## src/bch_mode_pkg.sv

```systemverilog
`default_nettype none

package bch_mode_pkg;

	// ========================================================================
	// word width, widest parity (normal frames, t=12)
	// ========================================================================
	localparam int bch_word_w = 192;

	// ========================================================================
	// per-mode tables, index [frame_mode][ldpc_mode]
	// frame_mode 0 is normal, 1 is short
	// ========================================================================

	// K_bch/8 information bytes
	localparam logic [15:0] k_bytes_table [0:1][0:15] = '{
		'{
			16'd2001, 16'd2676, 16'd3216, 16'd4026,  // 1/4 1/3 2/5 1/2
			16'd4836, 16'd5380, 16'd6051, 16'd6456,  // 3/5 2/3 3/4 4/5
			16'd6730, 16'd7184, 16'd7274,            // 5/6 8/9 9/10
			16'd192, 16'd192, 16'd192, 16'd192, 16'd192  // unused codes
		},
		'{
			16'd384, 16'd654, 16'd789, 16'd879,      // 1/4 1/3 2/5 1/2
			16'd1194, 16'd1329, 16'd1464, 16'd1554,  // 3/5 2/3 3/4 4/5
			16'd1644, 16'd1779,                      // 5/6 8/9
			16'd168, 16'd168, 16'd168, 16'd168, 16'd168, 16'd168  // unused codes
		}
	};

	// parity bytes, t=12 -> 24, t=10 -> 20, t=8 -> 16, short t=12 -> 21
	localparam logic [4:0] q_bytes_table [0:1][0:15] = '{
		'{
			5'd24, 5'd24, 5'd24, 5'd24, 5'd24, 5'd20, 5'd24, 5'd24,
			5'd20, 5'd16, 5'd16, 5'd24, 5'd24, 5'd24, 5'd24, 5'd24
		},
		'{
			5'd21, 5'd21, 5'd21, 5'd21, 5'd21, 5'd21, 5'd21, 5'd21,
			5'd21, 5'd21, 5'd21, 5'd21, 5'd21, 5'd21, 5'd21, 5'd21
		}
	};

	// aligner start count, (1 - k_bytes) mod q_bytes
	localparam logic [4:0] init_cnt_table [0:1][0:15] = '{
		'{
			5'd16, 5'd13, 5'd1, 5'd7, 5'd13, 5'd1, 5'd22, 5'd1,
			5'd11, 5'd1, 5'd7, 5'd1, 5'd1, 5'd1, 5'd1, 5'd1
		},
		'{
			5'd16, 5'd19, 5'd10, 5'd4, 5'd4, 5'd16, 5'd7, 5'd1,
			5'd16, 5'd7, 5'd1, 5'd1, 5'd1, 5'd1, 5'd1, 5'd1
		}
	};

endpackage

`default_nettype wire

```

## src/bchencoder_data_align.sv

```systemverilog
`timescale 1ns/1ps
`default_nettype none

module bchencoder_data_align
	import bch_mode_pkg::*;
(
	input  wire                   sys_clk,
	input  wire                   fs_en,
	input  wire                   rst_n,
	input  wire                   frame_mode,  // 0 normal, 1 short
	input  wire  [3:0]            ldpc_mode,
	input  wire                   init_vld,
	input  wire                   frame_vld,
	input  wire  [7:0]            byte_in,
	output logic                  oe,
	output logic [bch_word_w-1:0] byte_out
);

	logic [7:0] byte_dly;
	logic       frame_vld_dly;
	logic [4:0] byte_cnt;   // position inside the current word
	logic [4:0] cnt_wrap;
	logic [4:0] cnt_init;

	assign cnt_wrap = q_bytes_table[frame_mode][ldpc_mode] - 5'd1;
	assign cnt_init = init_cnt_table[frame_mode][ldpc_mode];

	// ========================================================================
	// one strobe input delay
	// ========================================================================
	always_ff @(posedge sys_clk) begin
		if (fs_en)
			byte_dly <= byte_in;
	end

	always_ff @(posedge sys_clk) begin
		if (!rst_n) begin
			frame_vld_dly <= 1'b0;
		end else if (fs_en) begin
			frame_vld_dly <= frame_vld;
		end
	end

	// ========================================================================
	// word phase counter
	// the start count pads the first word so the last word closes on the
	// last information byte
	// ========================================================================
	always_ff @(posedge sys_clk) begin
		if (!rst_n) begin
			byte_cnt <= 5'd0;
		end else if (fs_en) begin
			if (init_vld) begin
				byte_cnt <= cnt_init;
			end else if (frame_vld_dly) begin
				if (byte_cnt == cnt_wrap)
					byte_cnt <= 5'd0;
				else
					byte_cnt <= byte_cnt + 5'd1;
			end
		end
	end

	// ========================================================================
	// word shift register
	// ========================================================================
	always_ff @(posedge sys_clk) begin
		if (fs_en) begin
			if (init_vld)
				byte_out <= '0;  // zero padding for the first word
			else if (frame_vld_dly)
				byte_out <= {byte_out[bch_word_w-9:0], byte_dly};
		end
	end

	// count 0 marks the byte that completes a word
	always_ff @(posedge sys_clk) begin
		if (!rst_n) begin
			oe <= 1'b0;
		end else if (fs_en) begin
			oe <= frame_vld_dly & (byte_cnt == 5'd0);
		end
	end

endmodule

`default_nettype wire

```

## config.mk

```make
export PLATFORM = sky130hd
export DESIGN_NAME = bchencoder_data_align
export DESIGN_NICKNAME = d
export VERILOG_FILES = /design/src/bch_mode_pkg.sv /design/src/bchencoder_data_align.sv
export SDC_FILE = /design/constraint.sdc
export NUM_CORES = 1
export LEC_CHECK = 0
export ABC_AREA = 1
export BUFFER_PORTS_ARGS = -buffer_cell sky130_fd_sc_hd__buf_2
export CAP_MARGIN = 20
export CORE_MARGIN = 3
export CORE_UTILIZATION = 45
export DETAILED_ROUTE_END_ITERATION = 10
export GPL_ROUTABILITY_DRIVEN = 1
export PLACE_DENSITY_LB_ADDON = 0.12
export SLEW_MARGIN = 20
export SYNTH_ARGS = -nofsm -noshare
export SYNTH_HDL_FRONTEND = slang
export SYNTH_SLANG_ARGS = --single-unit
export TNS_END_PERCENT = 30
```

## constraint.sdc

```tcl
create_clock -name sys_clk -period 6.1 [get_ports sys_clk]
set_input_delay 0.305 -clock sys_clk [delete_from_list [all_inputs] [get_ports sys_clk]]
set_output_delay 0.305 -clock sys_clk [all_outputs]
set_load 0.02 [all_outputs]
```

Word-level counts from Yosys, hierarchy flattened. Index checks and enable logic that the tools add are counted.

ROM bits: 0. Logic and storage cells: 32. Memories kept: 0. Bits in writable memories: 0. Bits in latches: 0. Register bits: 207. Output and inout bits: 193.

Shift-type cells: 0. Bitwise gates (word level): 3. Order comparisons: 2. Equal/unequal tests: 1. $mul: 0. Div/mod/pow operators: 0. Reductions and logical operators: 3. Multiplexer cells: 16. Add/subtract/negate cells: 2.

Operators by type and width (count): $mux 80 (4); $mux 192 (1); $mux 79 (1); $mux 75 (1); $bmux 5 s4 (2); $mux 5 (7); $add 5x1->5 const B (1); $eq 5x5->1 (1); $ge 5x5->1 const B (1); $logic_not 5->1 (1); $not 4->5 (1); $sub 5x1->5 const B (1); $ge 2x2->1 const B (1); $not 1->2 (1); $reduce_and 2->1 (1); $reduce_bool 2->1 (1); $and 1x1->1 (1).

Depth between registers and ports, before layout.
Word-level depth: 12. Depth in mapped cells: 16. Mapped depth without buffers: 15.

Worst setup path before layout. Ideal clock, no wire load.

Kind: in2reg. Start point: input init_vld. End point: register byte_cnt[3]. Buffers on the path: 1. Setup time: 0.070 ns. Stages: 7. Data arrival time: 5.276 ns. Data required time: 6.030 ns. Path slack: 0.754 ns. Path through: clkbuf_1 -> o21ai_0 -> inv_1 -> o21ai_0 -> inv_1 -> nand2_1 -> a21oi_1.

Cells in the longest elaborated chain, start to end: 2. Elaborated cells on any way between the ends: 3. Those cells by class: mux (1); reduce/logical (2).

RTL lines: start: declaration (RTL line bchencoder_data_align.sv:12) `input wire init_vld,`; $reduce_bool 2->1 (no line); $reduce_and 2->1 (no line); end signal: assignment (RTL line bchencoder_data_align.sv:54) `byte_cnt <= cnt_init;`; end signal: assignment (RTL line bchencoder_data_align.sv:59) `byte_cnt <= byte_cnt + 5'd1;`; end: declaration (RTL line bchencoder_data_align.sv:21) `logic [4:0] byte_cnt;`.

Several ways; a longest one is shown, not always the timed one. A chain may end at the register's enable or synchronous reset.

Final worst setup path.
Start point: input init_vld. End point: register byte_out[155], enable pin.

Cells in the longest elaborated chain, start to end: 2.

RTL lines: $reduce_bool 2->1 (no line); $reduce_and 2->1 (no line); end signal: assignment (RTL line bchencoder_data_align.sv:72) `byte_out <= {byte_out[bch_word_w-9:0], byte_dly};`; end: declaration (RTL line bchencoder_data_align.sv:16) `output logic [bch_word_w-1:0] byte_out`.

No other way between the ends.

==> reports/metrics.yaml <==
synth_xor_area_share_pct: 0.416
crit_cells: 4
port_buffers: 210
critPathBufInv: 3
die_width_um: 143
synth_cells: 755
grt_pass1_vias: 5338
routabilityCongestion: 0.796
critPathSlowestCell: "inv_6"
ys_ff_latch: 207
cp_top_family: "buffers and inverters"
cap_violations: 0
setup_viol: 0
synth_compound_area_share_pct: 2.15
clock_sinks: 207
reg2reg_to: "byte_out[155]"
cp_max_fo: 108
numCtsBuffers: 22
syn-num-nets: 782
crit_path_max_incr_delay_ns: 0.82
insertion_delay_ns: 0.50
io-pin-count: 211
detail-route-antenna-nets: 0
slew_viol_final: 0
fin_crit_ns: 2.68
cts_buffer_depth: 3
synth_top_family_by_area: "simple AND/OR/NAND/NOR gates"
hold_viol: 0
first_pass_iters: 4
peakVddDrop_mv: 0.236
ys_seq_area_share_pct: 73.0
rsz0062_at_grt: "false"
finClkSkew_ns: 0.0187
syn-cell-area_um2: 8420
placed_area_um2: 9690
total_power_mw: 3.32
antenna_found_initial: 0
syn_avg_cell_area_um2: 11.2
synthAdderAreaFrac_pct: 1.34
htree_levels: 1
crit_chain: "buf_6 > o21ai_0 > inv_6 > buf_4"
grt_max_degree: 109
clk_pin_slew_ns: 0.06
netlist-cell-type-count: 25
fmax_ghz: 0.374
seq_area_um2: 6150
cts_tree: "built"
cp-endpoint: "byte_out[155]"
drive_gt1_share_pct: 25.8
relSlewSlack_pct: 32.9
ctsResizeCount: 0
regToRegSetupSlack_ns: 3.55
layout.nets: 1002
start_kind: "input port"
hp-class: "input port to flip-flop"
fin_crit_sh_pct: 43.9
cts_root_buf: "clkbuf_16"
synthSimpleGateAreaFrac_pct: 12.3
dp_hpwl_mm: 11.2
wl_mm: 17.0
worst-setup-path-type: "input port to flip-flop"
dr.first_iter.drc_count: 318
drcViolationCount: 0
synthToLayoutAreaGrowth_pct: 24.5
multiInputGateArea_um2: 1360
fp.dieArea_um2: 20400
status: "completed"
die_y_um: 143
ff2ff_path_depth: 3
wire_per_inst_um: 13.9
num_vias: 5523
synthMuxAreaShare_pct: 0
cp-end-kind: "flip-flop"
fp-row-count: 49
core_um2: 18100
final_area_um2: 10500
setup_tns_ns: 0
via_per_inst: 4.53
fin_util_pct: 57.8
cp.arrival_ns: 2.80
tightest_slew_ns: 1.01
ys_warn_count: 0
power_per_cell_area_nw_per_um2: 317
fillers: 1556
start_util_pct: 46.4
critical_path_required_ns: 6.22
gr-usage-all-layers_pct: 16.1
antenna_cells: 0
grt_pass1_wl_mm: 26.6
overflow: 0
leakagePower_nw: 4.97
critPathLaunch: "init_vld"
r2r-start: "frame_vld_dly"
==> metal layers <==
layer	vias up	wire (um)	global-route usage [%]
li1	2763	-	-
met1	2545	7320	21.5
met2	187	7550	24.8
met3	28	1730	5.96
met4	0	359	4.85
met5	-	0	0
==> placed cells by master (no fill, tap or decap), types with 2 or more instances in the layout <==
cell,netlist,final
clkbuf_1,22,2
nor2_1,199,199
clkbuf_8,0,3
buf_2,0,209
dfxtp_1,7,7
a21oi_1,13,13
nand2_1,36,36
inv_2,3,3
xor2_1,3,3
buf_4,3,3
dlygate4sd3_1,0,8
nand3_1,18,18
clkinv_2,0,4
o21ai_0,13,13
edfxtp_1,200,200
nand3_2,2,2
clkbuf_16,0,23
inv_1,213,212
clkinv_1,0,5
ha_1,9,9
nor3_1,3,3
o211ai_1,2,2
==> power by group <==
group	leakage (nW)	total [mW]	internal, mW	switching, mW
combinational	2.60	0.328	0.0936	0.235
clock	0.352	1.29	0.766	0.524
sequential	2.01	1.70	1.66	0.0427
total	4.97	3.32	2.52	0.802
==> worst register-to-register path, cell delays in order, from the launching register on <==
cell and delay [ns]:
dfxtp_1 0.34, o21ai_0 0.35, inv_6 0.82, buf_4 0.64
==> cell type report <==
cell class / count / area share [%]
clock buffer: 28 / 5.95
sequential: 207 / 58.6
inverter: 216 / 7.78
multi-input combinational: 307 / 13.0
timing repair buffer: 221 / 11.1
tap: 229 / 2.73
clock inverter: 12 / 0.883
==> Yosys cell counts <==
| cell type | number | area share, % |
|---|---|---|
| nand2_2 | 1 | 0.074 |
| nand3_1 | 18 | 1.1 |
| nand3_2 | 2 | 0.24 |
| o211ai_1 | 2 | 0.18 |
| a21oi_1 | 13 | 0.77 |
| o221ai_1 | 1 | 0.10 |
| inv_1 | 213 | 9.5 |
| buf_4 | 3 | 0.27 |
| clkbuf_1 | 22 | 0.98 |
| ha_1 | 9 | 1.3 |
| o21ai_0 | 13 | 0.77 |
| xor2_1 | 3 | 0.31 |
| nor2_2 | 1 | 0.074 |
| o22ai_1 | 1 | 0.074 |
| edfxtp_1 | 200 | 71 |
| or2_2 | 1 | 0.074 |
| nand2_1 | 36 | 1.6 |
| dfxtp_1 | 7 | 1.7 |
| nor3_1 | 3 | 0.18 |
| nor2_1 | 199 | 8.9 |
| inv_2 | 3 | 0.13 |
| o21ai_1 | 1 | 0.059 |
| xnor2_1 | 1 | 0.10 |
| nand4_1 | 1 | 0.074 |
| a21oi_4 | 1 | 0.19 |
==> registers in the layout, summed over array words and instances (netlist names) <==
name and count:
frame_vld_dly 1, oe 1, byte_dly 8, byte_out 192
byte_cnt 5
==> stage by stage <==
| step | instances | hold WS (ns) | setup slack, ns |
|---|---|---|---|
| 2_1_floorplan | 755 | 0.394 | 0.754 |
| 3_3_place_gp | 1172 | 0.482 | 2.91 |
| 3_5_place_dp | 1172 | 0.483 | 2.86 |
| 4_1_cts | 1220 | 0.0318 | 3.38 |
| 5_1_grt | 1220 | 0.0418 | 3.16 |
| 6_report | 1220 | 0.0482 | 3.42 |
==> worst min path at each step <==
stage	from	slack (ns)	cells past startpoint	to
floorplan	fs_en	0.39	1	frame_vld_dly
global placement	byte_in[5]	0.48	1	byte_dly[5]
detailed placement	byte_in[7]	0.48	1	byte_dly[7]
CTS	frame_vld	0.03	3	frame_vld_dly
global route	frame_vld	0.04	3	frame_vld_dly
finish	frame_vld	0.05	3	frame_vld_dly
==> repair_timing <==
| item | in CTS | in global routing |
|---|---|---|
| hold buffers | 8 | 0 |
| buffers inserted | 0 | 0 |
| endpoints found under the hold margin | 8 | 0 |
==> kinds of logic (layout without fill, tap and decap cells) <==
family          after synthesis  count (layout)
simple gates                262             262
buf+inv                     241             477
flops                       207             207
compound gates               32              32
fa+ha+maj                     9               9
xor+xnor                      4               4
Note: power is estimated with default switching activity, not from simulation.
