<file path="config.mk">
export PLATFORM = sky130hd
export DESIGN_NAME = bch_frame_ctrl
export DESIGN_NICKNAME = d
export VERILOG_FILES = /design/src/bch_mode_pkg.sv /design/src/bch_frame_ctrl.sv
export SDC_FILE = /design/constraint.sdc
export NUM_CORES = 1
export LEC_CHECK = 0
export ABC_AREA = 0
export BUFFER_PORTS_ARGS = -buffer_cell sky130_fd_sc_hd__buf_2
export CORE_MARGIN = 2
export CORE_UTILIZATION = 23
export DETAILED_ROUTE_END_ITERATION = 16
export PLACE_DENSITY_LB_ADDON = 0.2
export SYNTH_ARGS = -nofsm -noshare
export SYNTH_HDL_FRONTEND = slang
export SYNTH_SLANG_ARGS = --single-unit
</file>
<file path="constraint.sdc">
create_clock -name sys_clk -period 4.7 [get_ports sys_clk]
set_clock_uncertainty 0.1 [all_clocks]
set_input_delay 0.705 -clock sys_clk [delete_from_list [all_inputs] [get_ports sys_clk]]
set_output_delay 0.705 -clock sys_clk [all_outputs]
set_load 0.005 [all_outputs]
</file>
<file path="src/bch_mode_pkg.sv">
`default_nettype none

package bch_mode_pkg;

	// ========================================================================
	// word width, widest parity (normal frames, t=12)
	// ========================================================================
	localparam int bch_word_w = 192;

	// ========================================================================
	// per-mode tables, index [frame_mode][ldpc_mode]
	// frame_mode 0 is normal, 1 is short
	// ========================================================================

	// K_bch/8 information bytes
	localparam logic [15:0] k_bytes_table [0:1][0:15] = '{
		'{
			16'd2001, 16'd2676, 16'd3216, 16'd4026,  // 1/4 1/3 2/5 1/2
			16'd4836, 16'd5380, 16'd6051, 16'd6456,  // 3/5 2/3 3/4 4/5
			16'd6730, 16'd7184, 16'd7274,            // 5/6 8/9 9/10
			16'd192, 16'd192, 16'd192, 16'd192, 16'd192  // unused codes
		},
		'{
			16'd384, 16'd654, 16'd789, 16'd879,      // 1/4 1/3 2/5 1/2
			16'd1194, 16'd1329, 16'd1464, 16'd1554,  // 3/5 2/3 3/4 4/5
			16'd1644, 16'd1779,                      // 5/6 8/9
			16'd168, 16'd168, 16'd168, 16'd168, 16'd168, 16'd168  // unused codes
		}
	};

	// parity bytes, t=12 -> 24, t=10 -> 20, t=8 -> 16, short t=12 -> 21
	localparam logic [4:0] q_bytes_table [0:1][0:15] = '{
		'{
			5'd24, 5'd24, 5'd24, 5'd24, 5'd24, 5'd20, 5'd24, 5'd24,
			5'd20, 5'd16, 5'd16, 5'd24, 5'd24, 5'd24, 5'd24, 5'd24
		},
		'{
			5'd21, 5'd21, 5'd21, 5'd21, 5'd21, 5'd21, 5'd21, 5'd21,
			5'd21, 5'd21, 5'd21, 5'd21, 5'd21, 5'd21, 5'd21, 5'd21
		}
	};

	// aligner start count, (1 - k_bytes) mod q_bytes
	localparam logic [4:0] init_cnt_table [0:1][0:15] = '{
		'{
			5'd16, 5'd13, 5'd1, 5'd7, 5'd13, 5'd1, 5'd22, 5'd1,
			5'd11, 5'd1, 5'd7, 5'd1, 5'd1, 5'd1, 5'd1, 5'd1
		},
		'{
			5'd16, 5'd19, 5'd10, 5'd4, 5'd4, 5'd16, 5'd7, 5'd1,
			5'd16, 5'd7, 5'd1, 5'd1, 5'd1, 5'd1, 5'd1, 5'd1
		}
	};

endpackage

`default_nettype wire

</file>
<file path="src/bch_frame_ctrl.sv">
`timescale 1ns/1ps
`default_nettype none

module bch_frame_ctrl
	import bch_mode_pkg::*;
(
	input  wire        sys_clk,
	input  wire        rst_n,
	input  wire        fs_en,
	input  wire        frame_start,
	input  wire        frame_mode,
	input  wire  [3:0] ldpc_mode,
	output logic       init_vld,
	output logic       frame_vld,
	output logic       word_last,
	output logic       data_vld_dly,
	output logic       ready
);

	logic        start;
	logic        last_byte;
	logic [15:0] byte_cnt;     // info bytes still to come
	logic [4:0]  par_cnt;
	logic [1:0]  vld_sr;
	logic [1:0]  last_sr;
	logic [15:0] k_bytes;
	logic [4:0]  q_bytes;

	assign k_bytes = k_bytes_table[frame_mode][ldpc_mode];
	assign q_bytes = q_bytes_table[frame_mode][ldpc_mode];

	assign start     = frame_start & ready;
	assign init_vld  = start;
	assign last_byte = frame_vld & (byte_cnt == 16'd1);

	// aligner emits the final oe two strobes after the last byte
	assign word_last    = last_sr[1];
	assign data_vld_dly = vld_sr[1];  // lines up with the output delay line

	// ========================================================================
	// information byte window
	// ========================================================================
	always_ff @(posedge sys_clk) begin
		if (!rst_n) begin
			frame_vld <= 1'b0;
			byte_cnt  <= 16'd0;
			vld_sr    <= 2'b00;
			last_sr   <= 2'b00;
		end else if (fs_en) begin
			vld_sr  <= {vld_sr[0], frame_vld};
			last_sr <= {last_sr[0], last_byte};
			if (start) begin
				frame_vld <= 1'b1;
				byte_cnt  <= k_bytes;
			end else if (frame_vld) begin
				byte_cnt <= byte_cnt - 16'd1;
				if (last_byte)
					frame_vld <= 1'b0;
			end
		end
	end

	// ========================================================================
	// ready, held low until the last parity byte has left
	// ========================================================================
	always_ff @(posedge sys_clk) begin
		if (!rst_n) begin
			ready   <= 1'b1;
			par_cnt <= 5'd0;
		end else if (fs_en) begin
			if (start)
				ready <= 1'b0;
			if (last_byte) begin
				par_cnt <= q_bytes + 5'd2;  // 2 strobes of pipeline, then parity
			end else if (par_cnt != 5'd0) begin
				par_cnt <= par_cnt - 5'd1;
				if (par_cnt == 5'd1)
					ready <= 1'b1;
			end
		end
	end

endmodule

`default_nettype wire

</file>
# Yosys cells after proc, flatten, opt, wreduce, memory -nomap -nowiden
# Cells that the tools add are included.
word_totals:
  reg_bits: 27
  input_bits: 9
  output_inout_bits: 5
  word_cells: 45
op_classes:
  addsub: 3
  n_lt_le_gt_ge: 2
  n_eq_ne: 2
  muxes: 23
  n_bitwise: 4
  reduce_logical: 5
ops:
  columns: ["cell", "count"]
  rows:
  - ["256-bit two-way mux", 2]
  - ["251-bit two-way mux", 1]
  - ["80-bit two-way mux", 2]
  - ["79-bit two-way mux", 1]
  - ["16-bit binary-select mux with 4-bit select", 1]
  - ["16-bit two-way mux", 4]
  - ["5-bit binary-select mux with 4-bit select", 1]
  - ["5-bit two-way mux", 4]
  - ["16-bit by 1-bit == test with 1-bit output (second input constant)", 1]
  - ["16-bit by 1-bit subtractor with 16-bit output (second input constant)", 1]
  - ["1-bit two-way mux", 7]
  - ["5-bit by 2-bit adder with 5-bit output (second input constant)", 1]
  - ["5-bit by 1-bit == test with 1-bit output (second input constant)", 1]
  - ["5-bit greater-or-equal comparator (second input constant)", 1]
  - ["4-bit inverter with 5-bit output", 1]
  - ["5-bit nonzero test", 1]
  - ["5-bit by 1-bit subtractor with 5-bit output (second input constant)", 1]
  - ["2-bit AND reduction", 2]
  - ["2-bit nonzero test", 2]
  - ["1-bit AND", 2]
  - ["2-bit greater-or-equal comparator (second input constant)", 1]
  - ["1-bit inverter with 2-bit output", 1]

# Longest topological paths before layout
logic_depth:
  word_depth: 9
  mapped_depth: 8
  ltp_nobuf: 7

# Worst setup path after synthesis
# OpenSTA, ideal clock, no wires.
synth_path:
  path_type: "input-to-reg"
  from: "input frame_mode"
  to: "register byte_cnt[5]"
  t_arrival_ns: 2.102
  setup_slack_ns: 2.378
  path_stages: 8
  cell_sequence: "clkbuf_1 inv_1 ha_1 nor2b_1 a211o_1 a21oi_1 a211oi_1 o31a_1"
synth_via:
  elab_chain_len: 8
synth_rtl:
  columns: ["item", "line", "rtl"]
  rows:
  - ["start: declaration", "bch_frame_ctrl.sv:11", "input wire frame_mode,"]
  - ["1-bit inverter with 2-bit output (not written as such)", "bch_frame_ctrl.sv:29", "assign k_bytes = k_bytes_table[frame_mode][ldpc_mode];"]
  - ["251-bit two-way mux (not written as such)", "bch_frame_ctrl.sv:29", null]
  - ["256-bit two-way mux (not written as such) (2 in a row)", "bch_frame_ctrl.sv:29", null]
  - ["16-bit binary-select mux with 4-bit select", "bch_frame_ctrl.sv:29", null]
  - ["16-bit two-way mux (not written as such) (2 in a row)", "bch_frame_ctrl.sv:29", null]
  - ["16-bit two-way mux", "bch_frame_ctrl.sv:52", "if (start) begin"]
  - ["end signal: assignment", "bch_frame_ctrl.sv:54", "byte_cnt <= k_bytes;"]
  - ["end signal: assignment", "bch_frame_ctrl.sv:56", "byte_cnt <= byte_cnt - 16'd1;"]
  - ["end: declaration", "bch_frame_ctrl.sv:22", "logic [15:0] byte_cnt;"]
# Every way passes these cells. The select of a mux whose other input is x is not followed.
# A chain may end at the register's enable or synchronous reset.

# Worst setup path in the final report
layout_path:
  from: "input frame_start"
  to: "output init_vld"
layout_via:
  elab_chain_len: 1
layout_rtl:
  columns: ["item", "line", "rtl"]
  rows:
  - ["start: declaration", "bch_frame_ctrl.sv:10", "input wire frame_start,"]
  - ["1-bit AND", "bch_frame_ctrl.sv:32", "assign start = frame_start & ready;"]
  - ["end: declaration", "bch_frame_ctrl.sv:13", "output logic init_vld,"]
# Every way passes these cells.

==> impl_metrics.yaml <==
logic_synthesis:
  postSynth.asyncResetShare: 0
  synthAdderAreaFrac: 0.0632
  postSynthAreaPerCell_um2: 7.46
  syn-num-nets: 312
  yosysWarnings: 0
  syn_inst: 292
  ys_ff_latch: 27
  synth_edf_count: 0
  synth_seq_area_share: 0.248
  synth_simple_gate_area_frac: 0.298
  ys.flop_type: "dfxtp_1"
  synth_cell_types: 51
  synth_mux_area_frac: 0.0327
  synth_compound_area_frac: 0.276
  synth_top_family_by_area: "simple AND/OR/NAND/NOR gates"
  synth-xor-area-share: 0.0201
  syn_area_um2: 2180
clock_tree:
  cts_max_level: 1
  cts_root_buf: "clkbuf_8"
  path_clk_slew_ns: 0.10
  cts_setup_buffers: 0
  numClockSinks: 27
  cts_buffer_depth: 2
  cts_resized: 0
  cts_hold_buf: 0
  tritoncts: "yes"
  numCtsBuffers: 3
  clk_latency_ns: 0.28
global_route:
  grt_pass1_wl_mm: 10.6
  met3_usage: 0.0124
  antenna_found_initial: 0
  grt_use_total: 0.128
  grt_max_degree: 31
  grt-busiest-layer: "met1"
  grt-ovfl-total: 0
  gr-usage-met1: 0.197
  use_met2: 0.190
  grt_pass1_vias: 1997
timing:
  fin_crit_ns: 2.76
  whs_ns: 0.387
  tns_ns: 0
  setup_viol: 0
  final_hold_viol_count: 0
  max_freq_ghz: 0.363
  final_max_slew_viol_count: 0
  rsz0062_at_grt: "false"
  fin_crit_sh: 0.587
  worst_pin_slew_ns: 0.882
  slew_headroom: 0.412
hold_path:
  hold_path_end: "last_sr[0]"
  hold_path.class: "register to register"
  min_from: "last_sr[0]"
  worstHoldPathCells: 2
floorplanning:
  core_area_um2: 9200
  die_h_um: 101
  io_pins: 14
  initial_core_util: 0.237
  fp-row-count: 35
  die_w_um: 101
  dieArea_um2: 10300
worst_setup_path:
  path_class: "input pin to primary output"
  max_stage_delay_ns: 0.38
  critPathRequiredTime_ns: 3.89
  crit-reg2reg-launch: "ready"
  rrSetupSlack_ns: 2.41
  critPathLaunchType: "input pin"
  r2r_end: "byte_cnt[5]"
  worstPathArrival_ns: 1.95
  crit_chain: "buf_2 -> nand2_1 -> buf_4 -> clkinv_1 -> buf_2"
  path_common_cell: "buf_2"
  worst_r2r_path_depth: 6
  path_max_fanout: 14
  crit_path_end_kind: "primary output"
  slowest_stage: "nand2_1"
status:
  run_status: "finished clean"
power_and_ir_drop:
  p_per_area_nw_per_um2: 287
  irDropWorstVdd_uv: 106
  power_leakage_uw: 0.000840
  p_total_uw: 676
detailed_routing:
  viasPerCell: 5.38
  wire_per_inst_um: 15.9
  vias: 2158
  wirelength_mm: 6.38
  drc: 0
  ant_nets: 0
  first_pass_iters: 4
  drtIter0Drc: 121
finish:
  drive_gt1_frac: 0.0828
  antenna_cells: 0
  final_core_util: 0.256
  area_delta_synth_final_pct: 8.10
  nets: 311
  fin_area_um2: 2350
  nFillCells: 1027
placement:
  io_buffers: 13
  gp_congestion: 0.794
  dp_hpwl_mm: 4.59
  place_area_um2: 2310
run:
  cap_violations: 0
-- cell usage after synthesis, types with 3 or more instances --
master	n	share of area
nand2b_1	6	0.017
buf_2	5	0.011
a21boi_0	5	0.017
dfxtp_1	27	0.25
and3_1	4	0.011
a31oi_1	7	0.020
nand4_1	8	0.023
nor2_1	22	0.038
o31a_1	3	0.012
nor3_1	12	0.028
clkbuf_1	15	0.026
inv_1	13	0.022
nor4_1	9	0.026
xnor2_1	3	0.012
nand2_1	24	0.041
ha_1	11	0.063
o211ai_1	3	0.010
nand3_1	10	0.023
a21oi_1	16	0.037
o21ai_0	22	0.051
a211oi_1	13	0.045
nor2b_1	10	0.029
mux2i_1	6	0.028
-- where the power goes --
group,internal (uW),switching (uW)
registers,252,32.0
clock network,59.5,75.5
logic,106,151
total,417,259
-- cell usage in the layout (no fill, tap or decap), types with 2 or more instances in the layout --
master      n
o31a_1      3
nor2b_1    10
a31oi_1     7
o2111a_1    2
nand3_1    10
nand2b_1    6
nand2_1    24
nor4_4      2
ha_1       11
a21boi_0    5
mux2i_1     6
nor2_1     22
dfxtp_1    27
and2_1      2
nor3b_1     2
buf_2      13
nand4_1     8
o31ai_1     2
o21ai_0    22
a311o_1     2
inv_1      13
a21oi_1    16
nor3_1     12
nor4_1      9
a211oi_1   13
o221ai_1    2
and3_1      4
xnor2_1     3
a2111oi_0   2
o211ai_1    3
xor2_1      2
clkbuf_8    3
nand4b_1    2
-- state kept, by name, summed over array words and instances (netlist names) --
name       cells
par_cnt        5
last_sr        2
vld_sr         2
byte_cnt      16
ready          1
frame_vld      1
-- how the worst max path moves through the flow --
stage / startpoint / end / slack, ns / cells past startpoint
finish: frame_start / init_vld / 1.94 / 5
global route: fs_en / byte_cnt[11] / 1.72 / 6
CTS: frame_start / init_vld / 1.92 / 5
detailed placement: fs_en / byte_cnt[12] / 1.74 / 6
global placement: fs_en / byte_cnt[11] / 1.77 / 6
floorplan: frame_mode / byte_cnt[5] / 2.38 / 8
-- cells by family after synthesis --
group,Yosys count
xor gates and xnor gates,5
buffers and inverters,34
AOI/OAI and AO/OA,90
and+or+nand+nor,118
muxes,7
adders and majority gates,11
DFF,27
-- worst max-delay path: cells and delay by family --
family / cells / cell delay [ns]
simple gates: 1 / 0.38
buf+inv: 4 / 0.86
-- metal layers --
layer	routed length, um	vias to the layer above
met5	0	-
met2	2690	46
li1	-	1085
met3	294	6
met4	91	0
met1	3300	1021
-- stage by stage --
stage          setup WS [ns]  instances
2_1_floorplan           2.38        292
5_1_grt                 1.72        401
4_1_cts                 1.92        401
6_report                1.94        401
3_3_place_gp            1.77        397
3_5_place_dp            1.74        397
-- final cells by class --
cell class,count,area [um^2],share of cell area
multi-input cells,231,1500,0.639
flip-flops and latches,27,541,0.230
well taps,111,139,0.0590
repair buffers,14,72.6,0.0308
inverters,14,52.6,0.0223
clock buffers,3,41.3,0.0175
clock inverters,1,5.00,0.00213
(Power assumes the default switching activity.)
