**config.mk**
```make
export PLATFORM = sky130hd
export DESIGN_NAME = bch_stream_out
export DESIGN_NICKNAME = d
export VERILOG_FILES = /design/src/bch_mode_pkg.sv /design/src/bch_stream_out.sv
export SDC_FILE = /design/constraint.sdc
export NUM_CORES = 1
export LEC_CHECK = 0
export BUFFER_PORTS_ARGS = -buffer_cell sky130_fd_sc_hd__buf_4
export CORE_ASPECT_RATIO = 0.6
export CORE_MARGIN = 5
export CORE_UTILIZATION = 31
export CTS_CLUSTER_DIAMETER = 30
export DETAILED_ROUTE_END_ITERATION = 8
export GPL_TIMING_DRIVEN = 0
export HOLD_SLACK_MARGIN = 0.05
export PLACE_DENSITY = 0.55
export SETUP_SLACK_MARGIN = 0.15
export SYNTH_ARGS = -nofsm -noshare
export SYNTH_HDL_FRONTEND = slang
export SYNTH_SLANG_ARGS = --single-unit
```
**constraint.sdc**
```tcl
create_clock -name sys_clk -period 13.5 [get_ports sys_clk]
set_input_delay 1.35 -clock sys_clk [delete_from_list [all_inputs] [get_ports sys_clk]]
set_output_delay 1.35 -clock sys_clk [all_outputs]
set_load 0.03 [all_outputs]
```
**src/bch_mode_pkg.sv**
```systemverilog
`default_nettype none

package bch_mode_pkg;

	// ========================================================================
	// word width, widest parity (normal frames, t=12)
	// ========================================================================
	localparam int bch_word_w = 192;

	// ========================================================================
	// per-mode tables, index [frame_mode][ldpc_mode]
	// frame_mode 0 is normal, 1 is short
	// ========================================================================

	// K_bch/8 information bytes
	localparam logic [15:0] k_bytes_table [0:1][0:15] = '{
		'{
			16'd2001, 16'd2676, 16'd3216, 16'd4026,  // 1/4 1/3 2/5 1/2
			16'd4836, 16'd5380, 16'd6051, 16'd6456,  // 3/5 2/3 3/4 4/5
			16'd6730, 16'd7184, 16'd7274,            // 5/6 8/9 9/10
			16'd192, 16'd192, 16'd192, 16'd192, 16'd192  // unused codes
		},
		'{
			16'd384, 16'd654, 16'd789, 16'd879,      // 1/4 1/3 2/5 1/2
			16'd1194, 16'd1329, 16'd1464, 16'd1554,  // 3/5 2/3 3/4 4/5
			16'd1644, 16'd1779,                      // 5/6 8/9
			16'd168, 16'd168, 16'd168, 16'd168, 16'd168, 16'd168  // unused codes
		}
	};

	// parity bytes, t=12 -> 24, t=10 -> 20, t=8 -> 16, short t=12 -> 21
	localparam logic [4:0] q_bytes_table [0:1][0:15] = '{
		'{
			5'd24, 5'd24, 5'd24, 5'd24, 5'd24, 5'd20, 5'd24, 5'd24,
			5'd20, 5'd16, 5'd16, 5'd24, 5'd24, 5'd24, 5'd24, 5'd24
		},
		'{
			5'd21, 5'd21, 5'd21, 5'd21, 5'd21, 5'd21, 5'd21, 5'd21,
			5'd21, 5'd21, 5'd21, 5'd21, 5'd21, 5'd21, 5'd21, 5'd21
		}
	};

	// aligner start count, (1 - k_bytes) mod q_bytes
	localparam logic [4:0] init_cnt_table [0:1][0:15] = '{
		'{
			5'd16, 5'd13, 5'd1, 5'd7, 5'd13, 5'd1, 5'd22, 5'd1,
			5'd11, 5'd1, 5'd7, 5'd1, 5'd1, 5'd1, 5'd1, 5'd1
		},
		'{
			5'd16, 5'd19, 5'd10, 5'd4, 5'd4, 5'd16, 5'd7, 5'd1,
			5'd16, 5'd7, 5'd1, 5'd1, 5'd1, 5'd1, 5'd1, 5'd1
		}
	};

endpackage

`default_nettype wire

```
**src/bch_stream_out.sv**
```systemverilog
`timescale 1ns/1ps
`default_nettype none

module bch_stream_out
	import bch_mode_pkg::*;
(
	input  wire                   sys_clk,
	input  wire                   rst_n,
	input  wire                   fs_en,
	input  wire                   frame_mode,
	input  wire  [3:0]            ldpc_mode,
	input  wire  [7:0]            byte_in,
	input  wire                   data_vld_dly,
	input  wire                   parity_vld,
	input  wire  [bch_word_w-1:0] parity_word,
	output logic                  out_vld,
	output logic [7:0]            out_byte,
	output logic                  out_parity
);

	logic [4:0]            q_bytes;
	logic [7:0]            pad_bits;
	logic [1:0][7:0]       dly_line;  // stages 1 and 2, out_byte is stage 3
	logic [bch_word_w-1:0] par_al;
	logic [bch_word_w-1:0] par_sr;
	logic [4:0]            par_cnt;   // parity bytes still in par_sr

	assign q_bytes  = q_bytes_table[frame_mode][ldpc_mode];
	assign pad_bits = 8'(bch_word_w) - {q_bytes, 3'b000};
	assign par_al   = parity_word << pad_bits;  // msb parity byte on top

	// ========================================================================
	// byte path
	// first parity byte goes out straight on parity_vld, which lands on the
	// strobe after the last data byte leaves stage 3
	// ========================================================================
	always_ff @(posedge sys_clk) begin
		if (fs_en) begin
			dly_line <= {dly_line[0], byte_in};
			if (parity_vld) begin
				out_byte <= par_al[bch_word_w-1 -: 8];
				par_sr   <= par_al << 8;
			end else if (par_cnt != 5'd0) begin
				out_byte <= par_sr[bch_word_w-1 -: 8];
				par_sr   <= par_sr << 8;
			end else begin
				out_byte <= dly_line[1];
			end
		end
	end

	// ========================================================================
	// flags
	// ========================================================================
	always_ff @(posedge sys_clk) begin
		if (!rst_n) begin
			out_vld    <= 1'b0;
			out_parity <= 1'b0;
			par_cnt    <= 5'd0;
		end else if (fs_en) begin
			if (parity_vld) begin
				out_vld    <= 1'b1;
				out_parity <= 1'b1;
				par_cnt    <= q_bytes - 5'd1;
			end else if (par_cnt != 5'd0) begin
				out_vld    <= 1'b1;
				out_parity <= 1'b1;
				par_cnt    <= par_cnt - 5'd1;
			end else begin
				out_vld    <= data_vld_dly;
				out_parity <= 1'b0;
			end
		end
	end

endmodule

`default_nettype wire

```
### Word-level counts from Yosys, hierarchy flattened

Cells that the tools add are included.

| word-level totals | value |
|---|---|
| register bits after elaboration | 215 |
| bits in latches | 0 |
| RAM bits | 0 |
| memory bits (read-only) | 0 |
| word-level logic and storage cells | 34 |
| memories | 0 |

| operators by class | value |
|---|---|
| $add $sub $neg | 3 |
| multipliers | 0 |
| divide/modulo/power cells | 0 |
| order comparisons | 2 |
| eq/ne operators | 0 |
| shifts and indexed selects | 1 |
| mux-type cells | 16 |
| bitwise logic cells | 2 |
| reduce and logical (&&, ||, !) cells | 3 |

Operators with widths:

| cell | count |
|---|---|
| $mux 192 | 2 |
| $shl 192x8->192 | 1 |
| $mux 80 | 2 |
| $mux 79 | 1 |
| $bmux 5 s4 | 1 |
| $mux 5 | 4 |
| $mux 8 | 2 |
| $sub 5x1->5 const B | 2 |
| $sub 8x8->8 const A | 1 |
| $ge 5x5->1 const B | 1 |
| $not 4->5 | 1 |
| $reduce_bool 5->1 | 1 |
| $mux 1 | 4 |
| $ge 2x2->1 const B | 1 |
| $not 1->2 | 1 |
| $reduce_and 2->1 | 1 |
| $reduce_bool 2->1 | 1 |

### Logic depth before layout (Yosys ltp)

| depth | value |
|---|---|
| depth in word-level cells | 10 |
| gate-level depth with buffers | 11 |
| mapped depth without buffers | 7 |

### Least setup slack after synthesis

OpenSTA, ideal clock, no wires.

| timing path | value |
|---|---|
| path kind | input to register |
| start point | in fs_en |
| end point | reg par_cnt[0] |
| library setup time | 146 ps |
| arrival | 11566 ps |
| data required time | 13354 ps |
| setup slack | 1788 ps |
| cell stages on the path | 4 |
| path through | inv_1 -> a31oi_1 -> mux2i_1 -> nor2b_1 |

| on the way | value |
|---|---|
| longest elaborated chain between the ends | 1 |

RTL lines:

| item | line | source |
|---|---|---|
| start: declaration | bch_stream_out.sv:9 | `input wire fs_en,` |
| $reduce_and 2->1 (no source line) | -- |  |
| end signal: assignment | bch_stream_out.sv:64 | `par_cnt <= q_bytes - 5'd1;` |
| end signal: assignment | bch_stream_out.sv:68 | `par_cnt <= par_cnt - 5'd1;` |
| end: declaration | bch_stream_out.sv:26 | `logic [4:0] par_cnt;` |

No other way between the ends.
A chain may end at the register's enable or synchronous reset.

### Worst setup path after layout

| timing path | value |
|---|---|
| start point | in frame_mode |
| end point | reg par_sr[190], data pin |

| on the way | value |
|---|---|
| longest elaborated chain between the ends | 10 |

RTL lines:

| item | line | source |
|---|---|---|
| start: declaration | bch_stream_out.sv:10 | `input wire frame_mode,` |
| $not 1->2 (not written as such) | bch_stream_out.sv:28 | `assign q_bytes = q_bytes_table[frame_mode][ldpc_mode];` |
| $mux 79 (not written as such) | bch_stream_out.sv:28 |  |
| $mux 80 (not written as such) (2 in series) | bch_stream_out.sv:28 |  |
| $bmux 5 s4 | bch_stream_out.sv:28 |  |
| $mux 5 (not written as such) (2 in series) | bch_stream_out.sv:28 |  |
| $sub 8x8->8 | bch_stream_out.sv:29 | `assign pad_bits = 8'(bch_word_w) - {q_bytes, 3'b000};` |
| $shl 192x8->192 | bch_stream_out.sv:30 | `assign par_al = parity_word << pad_bits;` |
| $mux 192 | bch_stream_out.sv:40 | `if (parity_vld) begin` |
| end signal: assignment | bch_stream_out.sv:42 | `par_sr <= par_al << 8;` |
| end signal: assignment | bch_stream_out.sv:45 | `par_sr <= par_sr << 8;` |
| end: declaration | bch_stream_out.sv:25 | `logic [bch_word_w-1:0] par_sr;` |

No other way between the ends. The select of a mux whose other input is x is not followed.

==> metrics.md <==
| Metric | Value |
|---|---|
| Outcome | finished clean |
| Drt first pass iters | 6 |
| Max cap viols | 0 |
| Sequential share of power | 0.326 |
| Post-DP HPWL | 65.47 mm |
| Aggregate global-route resource usage | 0.3197 |
| Setup crit start kind | input pin |
| Post-synth EDFFs | 208 |
| Clock power share | 0.492 |
| Vias in the first global route | 14,890 |
| Fillcell total | 4,531 |
| Core ar. | 0.04489 mm² |
| Die H | 175.3 µm |
| Fmax | 0.2364 GHz |
| CTS Buf Count | 49 |
| Antenna diode count | 0 |
| Cell-internal power | 1.846 mW |
| Register area share after synthesis | 0.4524 |
| Syn Area/Cell | 9.550 µm² |
| Post-synth net total | 1,689 |
| Worst-case clock skew | 0.01914 ns |
| Routability cong. | 1.012 |
| Net count, final | 1,963 |
| # hold bufs at CTS | 0 |
| Pwr dens | 142.0 mW/mm² |
| Multi-input logic area | 0.006817 mm² |
| Commonest cells post-synth | 208 x edfxtp_1, 138 x o21ai_0, 117 x clkbuf_1 |
| Fin. Hold Viols | 0 |
| Worst rel slew slack | 0.07085 |
| Synth Flop Type | edfxtp_1 |
| Layout cells sized above 1 | 0.2454 |
| I/O Pins | 220 |
| Post-Route WL | 84.12 mm |
| Setup Viol. Count Final | 0 |
| Root Buffer | clkbuf_16 |
| Layout area overhead | 30.50% |
| Max FO, Critical Path | 10 |
| Mapped Area | 0.01411 mm² |
| Post-CTS sizing | 0 |
| Die ar. | 0.05004 mm² |
| Async SR Flop Fraction | 0 |
| Minimum clock period | 4.230 ns |
| Switch share | 0.2942 |
| Crit share post-route | 0.3134 |
| Leading area contributor after synthesis | edfxtp_1 |
| RSZ-0062 raised after global routing | false |
| Netlist cell types | 68 |
| Setup bufs post-CTS | 0 |
| NetSw | 769.3 µW |
| Largest vdd supply drop | 96.88 µV |
| Iter 0 DRT Violations | 3,493 |
| Sink Count | 215 |
| Comb pwr share | 0.182 |
| Overflow left after global routing | 0 |
| Worst skew pair latency | 0.57 ns |
| Slew @ Worst Pin | 1.391 ns |
| Synth Instances | 1,478 |
| Top cell type's share of synthesized area | 0.4425 |
| Antenna violations before repair | 2 |
| TNS Setup | 0 ns |
| Most common cell in the synthesized netlist | edfxtp_1 |
| Layout Utilization | 0.4103 |
| Largest buffer count on any clock path | 3 |
| Lkg Pwr | 6.939 nW |
| DR DRC count | 0 |
| CTS H-tree depth | 2 |
| CTS tree | yes |
| Worst Path Arrival | 4.49 ns |
| Critical Path RT | 13.76 ns |
| Avg WL per Cell | 35.31 µm |
| Worst Setup End Kind | flop |
| Post-route ant nets | 0 |
| Largest net degree at the start of global routing | 33 |
| Vias/cell | 6.675 |
| Yosys warns | 0 |
| Reg clk slew, reported paths | 0.05 ns |
| Top post-synthesis cells by area | edfxtp_1 44%, o21ai_0 4.9%, nand3_1 3.5% |
| Vias | 15,900 |
| Die X | 285.5 µm |
| Initial Util | 0.3144 |
| Port Buffer Count | 215 |
| Global-route wire length before repair | 113.9 mm |
| Final Max Slew Viols | 0 |
| FF+latch area | 0.006386 mm² |
| Row cnt | 60 |
| Critical path type | input pin to flop |
| Register bit total from synthesis | 215 |
| Min-Delay Path Class | flop to flop |
-- sequential cells by signal, indices dropped and copies added (netlist names) --
| signal | count |
|---|---|
| par_sr | 184 |
| out_vld | 1 |
| par_cnt | 5 |
| out_byte | 8 |
| out_parity | 1 |
| dly_line | 16 |
-- per-stage QoR --
stage | cell area, µm² | setup WS (ns) | power, mW | cells | hold WS (ns)
4_1_cts | 18420 | 9.509 | 2.597 | 2382 | 0.4164
2_1_floorplan | 14110 | 1.788 | 1.108 | 1478 | 0.4003
3_3_place_gp | 16470 | -4.401 | 1.336 | 2282 | 0.4060
5_1_grt | 18420 | 9.282 | 2.670 | 2382 | 0.4195
3_5_place_dp | 16660 | 8.960 | 1.315 | 2290 | 0.4056
6_report | 18420 | 9.270 | 2.615 | 2382 | 0.4151
-- worst max-delay path: stages --
cell and delay [ns]:
buf_4 0.10, buf_2 0.29, buf_1 0.88, clkbuf_1 0.89, a221oi_1 0.23, a221oi_1 0.72
-- worst paths after layout --
path                                   from            to  slack, ns  cells after the start
worst max-delay path             frame_mode   par_sr[190]       9.27                      6
worst min-delay path            dly_line[4]  dly_line[12]       0.42                      0
worst max register to register   par_cnt[2]    par_sr[20]      10.94                      5
worst min register to register  dly_line[4]  dly_line[12]       0.42                      0
-- layout by cell type, fill, tap and decap left out, drive strengths merged, types with 19 or more instances in the layout --
cell and count:
a21boi 22, a21oi 56, o21ai 140, nand3 99, a2bb2oi 36, clkbuf 170
o31ai 60, buf 269, and3 84, a31oi 37, o32ai 29, a31o 20
inv 56, nand2 93, a211oi 29, nor2 116, a221oi 38, o221ai 19
edfxtp 208, nor3 27, a221o 34
-- routing by layer --
layer | part of all wire | wire length, µm | vias to the layer above | GRT usage
li1 | - | - | 6370 | -
met1 | 0.43 | 36350 | 7889 | 0.4933
met2 | 0.38 | 31670 | 1440 | 0.4151
met3 | 0.16 | 13350 | 201 | 0.1126
met4 | 0.033 | 2740 | 0 | 0.08435
met5 | 0 | 0 | - | 0
-- cell families after synthesis --
family	count (synthesis)	synth area share
adder cells (fa/ha/maj)	1	0.0008863
AND/OR/NAND/NOR	454	0.1592
multiplexers	14	0.01081
XOR/XNOR	1	0.0006206
buffers and inverters	213	0.06604
flip-flops	215	0.4524
AO/OA/AOI/OAI	580	0.3100
-- power groups by stage --
stage	clock network (mW)	logic [mW]	registers [mW]
6_report	1.29	0.475	0.854
5_1_grt	1.32	0.491	0.858
4_1_cts	1.29	0.455	0.852
3_5_place_dp	0	0.453	0.863
3_3_place_gp	0	0.437	0.899
2_1_floorplan	0	0.224	0.883
-- final cells by class --
cell class | instances | area share
multi-input combinational | 1050 | 0.3701
clock buffer | 52 | 0.06949
sequential | 215 | 0.3467
timing repair buffer | 223 | 0.09713
tap | 589 | 0.04001
buffer | 164 | 0.04062
inverter | 49 | 0.009985
clock inverter | 40 | 0.02602
No activity file was read; power rests on OpenSTA's default activity.
